## config.mk

```make
export PLATFORM = sky130hd
export DESIGN_NAME = stepper_ctrl_top
export DESIGN_NICKNAME = d
export VERILOG_FILES = /design/src/hw/stepper_pkg.sv /design/src/hw/move_if.sv /design/src/hw/dda_step_gen.sv /design/src/hw/move_queue.sv /design/src/hw/spi_cmd_decoder.sv /design/src/hw/spi_word_rx.sv /design/src/hw/stepper_ctrl_top.sv
export VERILOG_INCLUDE_DIRS = /design/src /design/src/hw
export SDC_FILE = /design/constraint.sdc
export NUM_CORES = 2
export LEC_CHECK = 0
export BUFFER_PORTS_ARGS = -buffer_cell sky130_fd_sc_hd__buf_4
export CAP_MARGIN = 25
export CELL_PAD_IN_SITES_DETAIL_PLACEMENT = 0
export CELL_PAD_IN_SITES_GLOBAL_PLACEMENT = 1
export CORE_MARGIN = 5
export CORE_UTILIZATION = 55
export CTS_BUF_LIST = sky130_fd_sc_hd__clkbuf_4 sky130_fd_sc_hd__clkbuf_8 sky130_fd_sc_hd__clkbuf_16
export DETAILED_ROUTE_END_ITERATION = 10
export HOLD_SLACK_MARGIN = 0.12
export PLACE_DENSITY = 0.87
export SETUP_SLACK_MARGIN = 0.2
export SYNTH_ARGS = -nofsm -noshare
export SYNTH_HDL_FRONTEND = slang
export SYNTH_SLANG_ARGS = --single-unit
```

## constraint.sdc

```tcl
create_clock -name CLK -period 34.7 [get_ports CLK]
set_clock_uncertainty 0.1 [all_clocks]
set_input_delay 6.94 -clock CLK [delete_from_list [all_inputs] [get_ports CLK]]
set_output_delay 6.94 -clock CLK [all_outputs]
set_load 0.02 [all_outputs]
```

## src/hw/stepper_macros.svh

```systemverilog
`ifndef STEPPER_MACROS_SVH
`define STEPPER_MACROS_SVH

// SPI word width, one host transfer
`define STEPPER_WORD_BITS 64

// Move queue slots, must be a power of two
`define STEPPER_MOVE_DEPTH 4

// API version reported to the host
`define STEPPER_VERSION_MAJOR 8'd1
`define STEPPER_VERSION_MINOR 8'd0
`define STEPPER_VERSION_PATCH 8'd2

// Header field position in a word
`define STEPPER_HDR_MSB 63
`define STEPPER_HDR_LSB 56

`endif

```

## src/hw/stepper_pkg.sv

```systemverilog
`default_nettype none

`include "stepper_macros.svh"

package stepper_pkg;

  // Command codes in the header byte
  typedef enum logic [7:0] {
    CMD_COORDINATED_STEP = 8'h01,
    CMD_MOTOR_ENABLE     = 8'h0A,
    CMD_CLK_DIVISOR      = 8'h0B,
    CMD_MOTORCONFIG      = 8'h10,
    CMD_BRIDGEINVERT     = 8'h12,
    CMD_API_VERSION      = 8'hFE
  } cmd_e;

  // One queued move, 193 bits
  typedef struct packed {
    logic                                 dir;
    // Ticks, unsigned
    logic        [`STEPPER_WORD_BITS-1:0] duration;
    // Added to the accumulator each tick
    logic signed [`STEPPER_WORD_BITS-1:0] increment;
    // Added to increment each tick
    logic signed [`STEPPER_WORD_BITS-1:0] incinc;
  } move_t;

endpackage

`default_nettype wire

```

## src/hw/move_if.sv

```systemverilog
`timescale 1ns/1ps
`default_nettype none

`include "stepper_macros.svh"

// One move write, decoder to queue
interface move_if;

  logic                                 wr;
  logic                                 dir;
  logic        [`STEPPER_WORD_BITS-1:0] duration;
  logic signed [`STEPPER_WORD_BITS-1:0] increment;
  logic signed [`STEPPER_WORD_BITS-1:0] incinc;
  // Queue has no free slot
  logic                                 full;

  modport producer (output wr, dir, duration, increment, incinc, input full);

  modport consumer (input wr, dir, duration, increment, incinc, output full);

endinterface

`default_nettype wire

```

## src/hw/dda_step_gen.sv

```systemverilog
`timescale 1ns/1ps
`default_nettype none

`include "stepper_macros.svh"

module dda_step_gen (
  input  logic               CLK,
  input  logic               rst,
  input  stepper_pkg::move_t head,
  input  logic               not_empty,
  output logic               pop,
  input  logic [7:0]         clock_divisor,
  output logic               step,
  output logic               dir,
  output logic               move_done
);

  import stepper_pkg::*;

  localparam int W = `STEPPER_WORD_BITS;

  typedef enum logic [1:0] {S_IDLE, S_RUN, S_DONE} state_e;

  state_e              state;
  move_t               cur;
  logic [7:0]          presc;
  logic                tick;
  logic [W-1:0]        accum;
  logic signed [W-1:0] inc;
  logic [W-1:0]        tick_cnt;
  // Carry out lands in the top bit
  logic [W:0]          sum;

  assign tick = (state == S_RUN) && (presc == clock_divisor);
  assign sum  = {1'b0, accum} + {1'b0, inc};

  always_ff @(posedge CLK) begin
    if (rst) begin
      state     <= S_IDLE;
      pop       <= 1'b0;
      step      <= 1'b0;
      dir       <= 1'b0;
      move_done <= 1'b0;
      presc     <= 8'd0;
    end else begin
      pop       <= 1'b0;
      step      <= 1'b0;
      move_done <= 1'b0;
      case (state)
        S_IDLE: begin
          if (not_empty) begin
            // Take the head now, queue advances next cycle
            pop      <= 1'b1;
            cur      <= head;
            dir      <= head.dir;
            inc      <= head.increment;
            accum    <= '0;
            tick_cnt <= '0;
            presc    <= 8'd0;
            state    <= S_RUN;
          end
        end
        S_RUN: begin
          presc <= tick ? 8'd0 : presc + 8'd1;
          if (tick) begin
            // Carry for positive, borrow for negative increment
            step     <= sum[W] ^ inc[W-1];
            accum    <= sum[W-1:0];
            inc      <= inc + cur.incinc;
            tick_cnt <= tick_cnt + 1'b1;
            if (tick_cnt + 1'b1 >= cur.duration) state <= S_DONE;
          end
        end
        // One cycle after the last step pulse
        default: begin
          move_done <= 1'b1;
          state     <= S_IDLE;
        end
      endcase
    end
  end

endmodule

`default_nettype wire

```

## src/hw/move_queue.sv

```systemverilog
`timescale 1ns/1ps
`default_nettype none

`include "stepper_macros.svh"

module move_queue (
  input  logic                CLK,
  input  logic                rst,
  move_if.consumer            mv,
  input  logic                pop,
  output stepper_pkg::move_t  head,
  output logic                not_empty
);

  import stepper_pkg::*;

  localparam int DEPTH = `STEPPER_MOVE_DEPTH;
  localparam int PTR_W = $clog2(DEPTH);

  move_t            mem [DEPTH];
  logic [PTR_W-1:0] wr_ptr;
  logic [PTR_W-1:0] rd_ptr;
  // One extra bit to tell full from empty
  logic [PTR_W:0]   count;
  logic             wr_en;
  logic             rd_en;

  assign mv.full   = (count == (PTR_W + 1)'(DEPTH));
  assign not_empty = (count != '0);
  assign wr_en     = mv.wr && !mv.full;
  assign rd_en     = pop && not_empty;
  assign head      = mem[rd_ptr];

  always_ff @(posedge CLK) begin
    if (rst) begin
      wr_ptr <= '0;
      rd_ptr <= '0;
      count  <= '0;
    end else begin
      // Pointers wrap on their own width
      if (wr_en) wr_ptr <= wr_ptr + 1'b1;
      if (rd_en) rd_ptr <= rd_ptr + 1'b1;
      count <= count + (PTR_W + 1)'(wr_en) - (PTR_W + 1)'(rd_en);
    end
  end

  always_ff @(posedge CLK) begin
    if (wr_en) begin
      mem[wr_ptr] <= move_t'{dir: mv.dir, duration: mv.duration,
                             increment: mv.increment, incinc: mv.incinc};
    end
  end

  // Generator takes a move only when one is waiting
  a_no_pop_when_empty: assert property (@(posedge CLK) disable iff (rst)
    pop |-> not_empty);

endmodule

`default_nettype wire

```

## src/hw/spi_cmd_decoder.sv

```systemverilog
`timescale 1ns/1ps
`default_nettype none

`include "stepper_macros.svh"

module spi_cmd_decoder (
  input  logic                          CLK,
  input  logic                          rst,
  input  logic                          word_valid,
  input  logic [`STEPPER_WORD_BITS-1:0] rx_word,
  output logic [`STEPPER_WORD_BITS-1:0] tx_word,
  input  logic [`STEPPER_WORD_BITS-1:0] encoder_count,
  move_if.producer                      mv,
  output logic                          enable,
  output logic [7:0]                    clock_divisor,
  output logic [2:0]                    microsteps,
  output logic [7:0]                    current,
  output logic                          invert_highside,
  output logic                          invert_lowside
);

  import stepper_pkg::*;

  localparam int W = `STEPPER_WORD_BITS;

  // Header of the message in progress
  logic [7:0]          msg_header;
  logic [1:0]          word_cnt;
  logic                busy;
  logic [7:0]          hdr;
  // Encoder value taken at the move header
  logic [W-1:0]        enc_snap;
  logic                wr_q;
  logic                dir_q;
  logic [W-1:0]        dur_q;
  logic signed [W-1:0] inc_q;
  logic signed [W-1:0] incinc_q;

  // Multi-word commands hold the header for later words
  assign busy = (msg_header == CMD_COORDINATED_STEP) || (msg_header == CMD_API_VERSION);
  assign hdr  = rx_word[`STEPPER_HDR_MSB:`STEPPER_HDR_LSB];

  always_ff @(posedge CLK) begin
    if (rst) begin
      msg_header      <= 8'h00;
      word_cnt        <= 2'd0;
      wr_q            <= 1'b0;
      tx_word         <= '0;
      enable          <= 1'b0;
      clock_divisor   <= 8'd40;
      microsteps      <= 3'd2;
      current         <= 8'd140;
      invert_highside <= 1'b0;
      invert_lowside  <= 1'b0;
    end else begin
      wr_q <= 1'b0;
      if (word_valid) begin
        // Reply is zero unless a command sets it
        tx_word <= '0;
        if (!busy) begin
          msg_header <= hdr;
          word_cnt   <= 2'd1;
          case (hdr)
            CMD_COORDINATED_STEP: begin
              dir_q    <= rx_word[0];
              enc_snap <= encoder_count;
            end
            CMD_MOTOR_ENABLE: enable <= rx_word[0];
            CMD_CLK_DIVISOR: clock_divisor <= rx_word[7:0];
            CMD_MOTORCONFIG: begin
              current    <= rx_word[15:8];
              microsteps <= rx_word[2:0];
            end
            CMD_BRIDGEINVERT: begin
              invert_highside <= rx_word[1];
              invert_lowside  <= rx_word[0];
            end
            CMD_API_VERSION: begin
              tx_word[23:0] <= {`STEPPER_VERSION_MAJOR, `STEPPER_VERSION_MINOR,
                                `STEPPER_VERSION_PATCH};
            end
            // Unknown codes do nothing
            default: ;
          endcase
        end else if (msg_header == CMD_COORDINATED_STEP) begin
          word_cnt <= word_cnt + 2'd1;
          case (word_cnt)
            2'd1: dur_q <= rx_word;
            2'd2: begin
              inc_q   <= rx_word;
              // Sent back during the fourth word
              tx_word <= enc_snap;
            end
            default: begin
              incinc_q   <= rx_word;
              wr_q       <= 1'b1;
              word_cnt   <= 2'd0;
              msg_header <= 8'h00;
            end
          endcase
        end else begin
          // Second word of a version query
          msg_header <= 8'h00;
        end
      end
    end
  end

  assign mv.wr        = wr_q;
  assign mv.dir       = dir_q;
  assign mv.duration  = dur_q;
  assign mv.increment = inc_q;
  assign mv.incinc    = incinc_q;

  // Host polls buffer_ready, overrun is lost
  a_no_write_when_full: assert property (@(posedge CLK) disable iff (rst)
    mv.wr |-> !mv.full);

endmodule

`default_nettype wire

```

## src/hw/spi_word_rx.sv

```systemverilog
`timescale 1ns/1ps
`default_nettype none

`include "stepper_macros.svh"

module spi_word_rx (
  input  logic                          CLK,
  input  logic                          rst,
  input  logic                          SCK,
  input  logic                          CS,
  input  logic                          COPI,
  output logic                          CIPO,
  input  logic [`STEPPER_WORD_BITS-1:0] tx_word,
  output logic                          word_valid,
  output logic [`STEPPER_WORD_BITS-1:0] rx_word
);

  localparam int W     = `STEPPER_WORD_BITS;
  localparam int CNT_W = $clog2(W);

  // Two-flop synchronizers, index 1 is the stable copy
  logic [1:0]       sck_sync;
  logic [1:0]       cs_sync;
  logic [1:0]       copi_sync;
  logic             sck_prev;
  logic             cs_prev;
  logic             sck_rise;
  logic             sck_fall;
  logic             cs_fall;
  logic             cs_rise;
  logic [CNT_W-1:0] bit_cnt;
  logic             last_bit;
  // Top bit never needed, it leaves on the final edge
  logic [W-2:0]     rx_shift;
  logic [W-1:0]     tx_shift;

  always_ff @(posedge CLK) begin
    if (rst) begin
      sck_sync  <= 2'b00;
      cs_sync   <= 2'b11;
      copi_sync <= 2'b00;
      sck_prev  <= 1'b0;
      cs_prev   <= 1'b1;
    end else begin
      sck_sync  <= {sck_sync[0], SCK};
      cs_sync   <= {cs_sync[0], CS};
      copi_sync <= {copi_sync[0], COPI};
      sck_prev  <= sck_sync[1];
      cs_prev   <= cs_sync[1];
    end
  end

  // Edge detect on synchronized pins
  assign sck_rise = sck_sync[1] & ~sck_prev;
  assign sck_fall = ~sck_sync[1] & sck_prev;
  assign cs_fall  = ~cs_sync[1] & cs_prev;
  assign cs_rise  = cs_sync[1] & ~cs_prev;
  assign last_bit = (bit_cnt == CNT_W'(W - 1));

  // Bit counter, cleared while deselected
  always_ff @(posedge CLK) begin
    if (rst) begin
      bit_cnt    <= '0;
      word_valid <= 1'b0;
    end else begin
      word_valid <= 1'b0;
      if (cs_sync[1]) begin
        bit_cnt <= '0;
      end else if (sck_rise) begin
        bit_cnt <= bit_cnt + 1'b1;
        // Wraps to zero for the next word
        word_valid <= last_bit;
      end
    end
  end

  // Data paths, MSB first both ways
  always_ff @(posedge CLK) begin
    if (sck_rise && !cs_sync[1]) begin
      rx_shift <= {rx_shift[W-3:0], copi_sync[1]};
      if (last_bit) begin
        rx_word <= {rx_shift, copi_sync[1]};
      end
    end
    if (cs_fall) begin
      tx_shift <= tx_word;
    end else if (sck_fall && !cs_sync[1]) begin
      tx_shift <= {tx_shift[W-2:0], 1'b0};
    end
  end

  assign CIPO = tx_shift[W-1];

  // Host must end the frame on a word boundary
  a_cs_whole_word: assert property (@(posedge CLK) disable iff (rst)
    cs_rise |-> (bit_cnt == '0));

endmodule

`default_nettype wire

```

## src/hw/stepper_ctrl_top.sv

```systemverilog
`timescale 1ns/1ps
`default_nettype none

`include "stepper_macros.svh"

module stepper_ctrl_top (
  input  logic                          CLK,
  input  logic                          rst,
  input  logic                          SCK,
  input  logic                          CS,
  input  logic                          COPI,
  output logic                          CIPO,
  input  logic [`STEPPER_WORD_BITS-1:0] encoder_count,
  output logic                          step,
  output logic                          dir,
  output logic                          enable,
  output logic                          move_done,
  output logic                          buffer_ready,
  output logic [2:0]                    microsteps,
  output logic [7:0]                    current,
  output logic                          invert_highside,
  output logic                          invert_lowside
);

  import stepper_pkg::*;

  logic                          word_valid;
  logic [`STEPPER_WORD_BITS-1:0] rx_word;
  logic [`STEPPER_WORD_BITS-1:0] tx_word;
  logic [7:0]                    clock_divisor;
  move_t                         head;
  logic                          not_empty;
  logic                          pop;

  // Decoder to queue
  move_if mv_bus ();

  spi_word_rx u_spi (
    .CLK(CLK), .rst(rst), .SCK(SCK), .CS(CS), .COPI(COPI), .CIPO(CIPO),
    .tx_word(tx_word), .word_valid(word_valid), .rx_word(rx_word)
  );

  spi_cmd_decoder u_dec (
    .CLK(CLK), .rst(rst), .word_valid(word_valid), .rx_word(rx_word),
    .tx_word(tx_word), .encoder_count(encoder_count), .mv(mv_bus.producer),
    .enable(enable), .clock_divisor(clock_divisor), .microsteps(microsteps),
    .current(current), .invert_highside(invert_highside),
    .invert_lowside(invert_lowside)
  );

  move_queue u_queue (
    .CLK(CLK), .rst(rst), .mv(mv_bus.consumer), .pop(pop), .head(head),
    .not_empty(not_empty)
  );

  dda_step_gen u_dda (
    .CLK(CLK), .rst(rst), .head(head), .not_empty(not_empty), .pop(pop),
    .clock_divisor(clock_divisor), .step(step), .dir(dir), .move_done(move_done)
  );

  // Host flow control
  assign buffer_ready = ~mv_bus.full;

endmodule

`default_nettype wire

```

==> results.md <==
- Status: complete, no violations
- Area leader, netlist: edfxtp_1
- First-pass GRT wire length: 233000 um
- Global route overflow: 0
- RSZ-0062 raised after global routing: no
- Max frequency: approximately 110 MHz
- End of the critical path: u_dda.accum[45]
- Xor/xnor share of the synthesized area: 2.37%
- Max-slew headroom: 27.2%
- Die Span Y: 362 um
- Total Wirelength: roughly 150000 um
- Pwr per Cell Area: a little over 50 mW/mm2
- Most common cell after layout, fill and taps aside: edfxtp_1
- Mapped Cells: 4140
- Startpoint types: input pin
- H-tree depth: 4
- Syn Nets: 4415
- Routed vias/inst: 6.09
- Cts hold-fix bufs: 0
- Crit path cell chain: buf_4, buf_4, nor2_4, buf_4, buf_4
- Critical path's slowest cell: buf_4
- Synth async-reset ratio: 0%
- CTS sink count: 1675
- Max-cap check violation count: 0
- Cts bufs inserted: about 160
- Post-route ant nets: 0
- Final GP Congestion: 0.897
- Fin util: 61.5%
- Adder-cell share of the synthesized area: 3.82%
- Share of layout cells above drive strength 1: 15.8%
- RR Startpoint: u_dda.tick_cnt[2]
- Leakage power: 26.3 nW
- Vias in the first global route: 37340
- Post-DP HPWL: 91800 um
- Worst-Margin Slew: 1.09 ns
- Final min period: around 9.1 ns
- CP Max Fanout: 72
- Skew-Pair Late Insertion Delay: roughly 0.76 ns
- Starting Density: 55.2%
- Cells on worst reg2reg path: 20
- Main synth FF type: edfxtp_1
- Crit end category: flop
- CTS resizes: 0
- Post-synthesis register bit count: 1675
- Initial antenna violation count: 12
- Port bufs: 87
- Synth-to-layout area growth: 11.5%
- Antenna diodes: 0
- Synth Area in Compound Gates: 6.54%
- # rows: 129
- Die W: between 300 and 400 um
- Setup-failing EPs final: 0
- Worst R2R Setup Slack: 28.87 ns
- Sequential area share after synthesis: ~72%
- Largest family of logic cells by synthesized area: multiplexers
- Die area: between 0.1 and 0.15 mm2
- Area contributors post-synth: edfxtp_1, mux4_2, dfxtp_1
- CTS root buffer: clkbuf_16
- Setup TNS: 0 ns
- CTS tree: yes
- Top-Level Pins: 88
- First-pass iteration count of the detailed router: 5
- Mux cell area share after synthesis: 7.77%
- Worst EP arrival: 9.39 ns
- Yosys top cell area share: 67.9%
- Setup CP Type: in -> reg
- Nets@finish: 4546
- Hold slack: 0.318 ns
- Largest net degree at the start of global routing: 135
- Peak VDD IR: 64.6 uV
- Synth Warn #: 0
- Final Slew Violations: 0
- Avg WL per Cell: 25.4 um
- Vias: between 30000 and 40000
- Dpl cell area: 0.0707 mm2
- CP peak stage delay: 0.90 ns
- Initial DRC count: 4316
- Final Hold Fails: 0
- Reg clk slew, reported paths: 0.06 ns
- Critical path's most frequent cell: buf_4
- Max Root-Sink Buffers: 3
- Global-route usage over all layers: 23.5%
- Synth cell types: 80
- Crit path from: rst
- Final instance area: 0.0760 mm2
- Worst Hold Class: reg -> reg
- Drt drc: 0
- Post-Syn Area: around 0.07 mm2
- Setup bufs post-CTS: 0
- Synth Area per Inst: 16.5 um2
- Commonest cells after routing, fill and taps aside: edfxtp_1, nor2_1, nand2_1
- Period utilization: 26.3%
- Core ar.: about 0.12 mm2
- Number of flops mapped to enable cells by yosys: 1540
- Post-Synth Simple-Gate Area: about 6.1%
- Worst endpoint required time: 34.98 ns
- RR Endpoint: u_dda.state[1]
-- sequential cells by signal, summed over array words and instances (netlist names), 63 cells and up, named ones only --
signal              cells
u_queue.mem           772
u_dda.cur             128
u_dda.accum            64
u_dda.inc              64
u_dda.tick_cnt         64
u_dec.enc_snap         64
u_dec.mv.duration      64
u_dec.mv.incinc        64
u_dec.mv.increment     64
u_dec.tx_word          64
u_spi.rx_word          64
u_spi.tx_shift         64
u_spi.rx_shift         63
-- worst min path at each step --
stage | start | endpoint | slack (ns) | depth (start not counted)
2_1_floorplan | u_spi.cs_sync[0] | u_spi.cs_sync[1] | 0.29 | 1
5_1_grt | u_spi.rx_shift[62] | u_spi.rx_word[63] | 0.34 | 0
6_report | u_spi.rx_shift[62] | u_spi.rx_word[63] | 0.32 | 0
4_1_cts | u_spi.rx_shift[62] | u_spi.rx_word[63] | 0.32 | 0
3_3_place_gp | u_spi.rx_shift[62] | u_spi.rx_word[63] | 0.30 | 0
3_5_place_dp | u_spi.rx_shift[62] | u_spi.rx_word[63] | 0.30 | 0
-- kinds of logic after synthesis --
kind of cell               after synthesis
buffers and inverters                  279
and+or+nand+nor                        839
adders and majority gates              206
AOI/OAI and AO/OA                      677
muxes                                  280
xor gates and xnor gates               184
DFF                                   1675
-- report_power, final --
group          internal, mW  total, mW  switching (mW)
Combinational       0.00856     0.0157         0.00718
Clock                 0.998       1.73           0.734
Sequential             2.18       2.18         0.00111
-- layer usage --
layer	share of wire [%]	track usage, %
met5	0.050	0
met4	2.6	6.45
met3	9.8	6.74
met2	47	36.7
met1	41	32.9
-- synthesized netlist by cell type, types with 46 or more instances --
library cell and number:
a21o_1 98, a21oi_1 200, a22o_1 62, and2_1 74
clkbuf_1 120, dfxtp_1 135, edfxtp_1 1540, ha_1 203
inv_1 120, mux2_2 64, mux4_2 193, nand2_1 211
nand3_1 52, nand4_1 71, nor2_1 217, o21ai_0 90
o21ai_1 46, xnor2_1 94, xor2_1 90
-- critical path: cells and delay by family --
kind	cells	cell delay [ns]
buffers and inverters	4	2.16
and+or+nand+nor	1	0.15
-- final cells by class --
| cell class | count | area [um2] |
|---|---|---|
| Clock buffer | 212 | 4520 |
| Fill cell | 8426 | 47500 |
| Inverter | 120 | 450 |
| Tap cell | 1637 | 2050 |
| Multi-Input combinational cell | 2186 | 18200 |
| Timing Repair Buffer | 131 | 1080 |
| Clock inverter | 77 | 693 |
| Sequential cell | 1675 | 49000 |
-- stage by stage --
step	setup slack [ns]	std cells	power, mW
3_3_place_gp	24.43	5744	2.24
5_1_grt	25.46	6038	4.05
2_1_floorplan	18.36	4140	2.23
6_report	25.59	6038	3.92
4_1_cts	25.63	6036	3.95
3_5_place_dp	24.76	5747	2.24
Power figures use the tool's default switching activity.
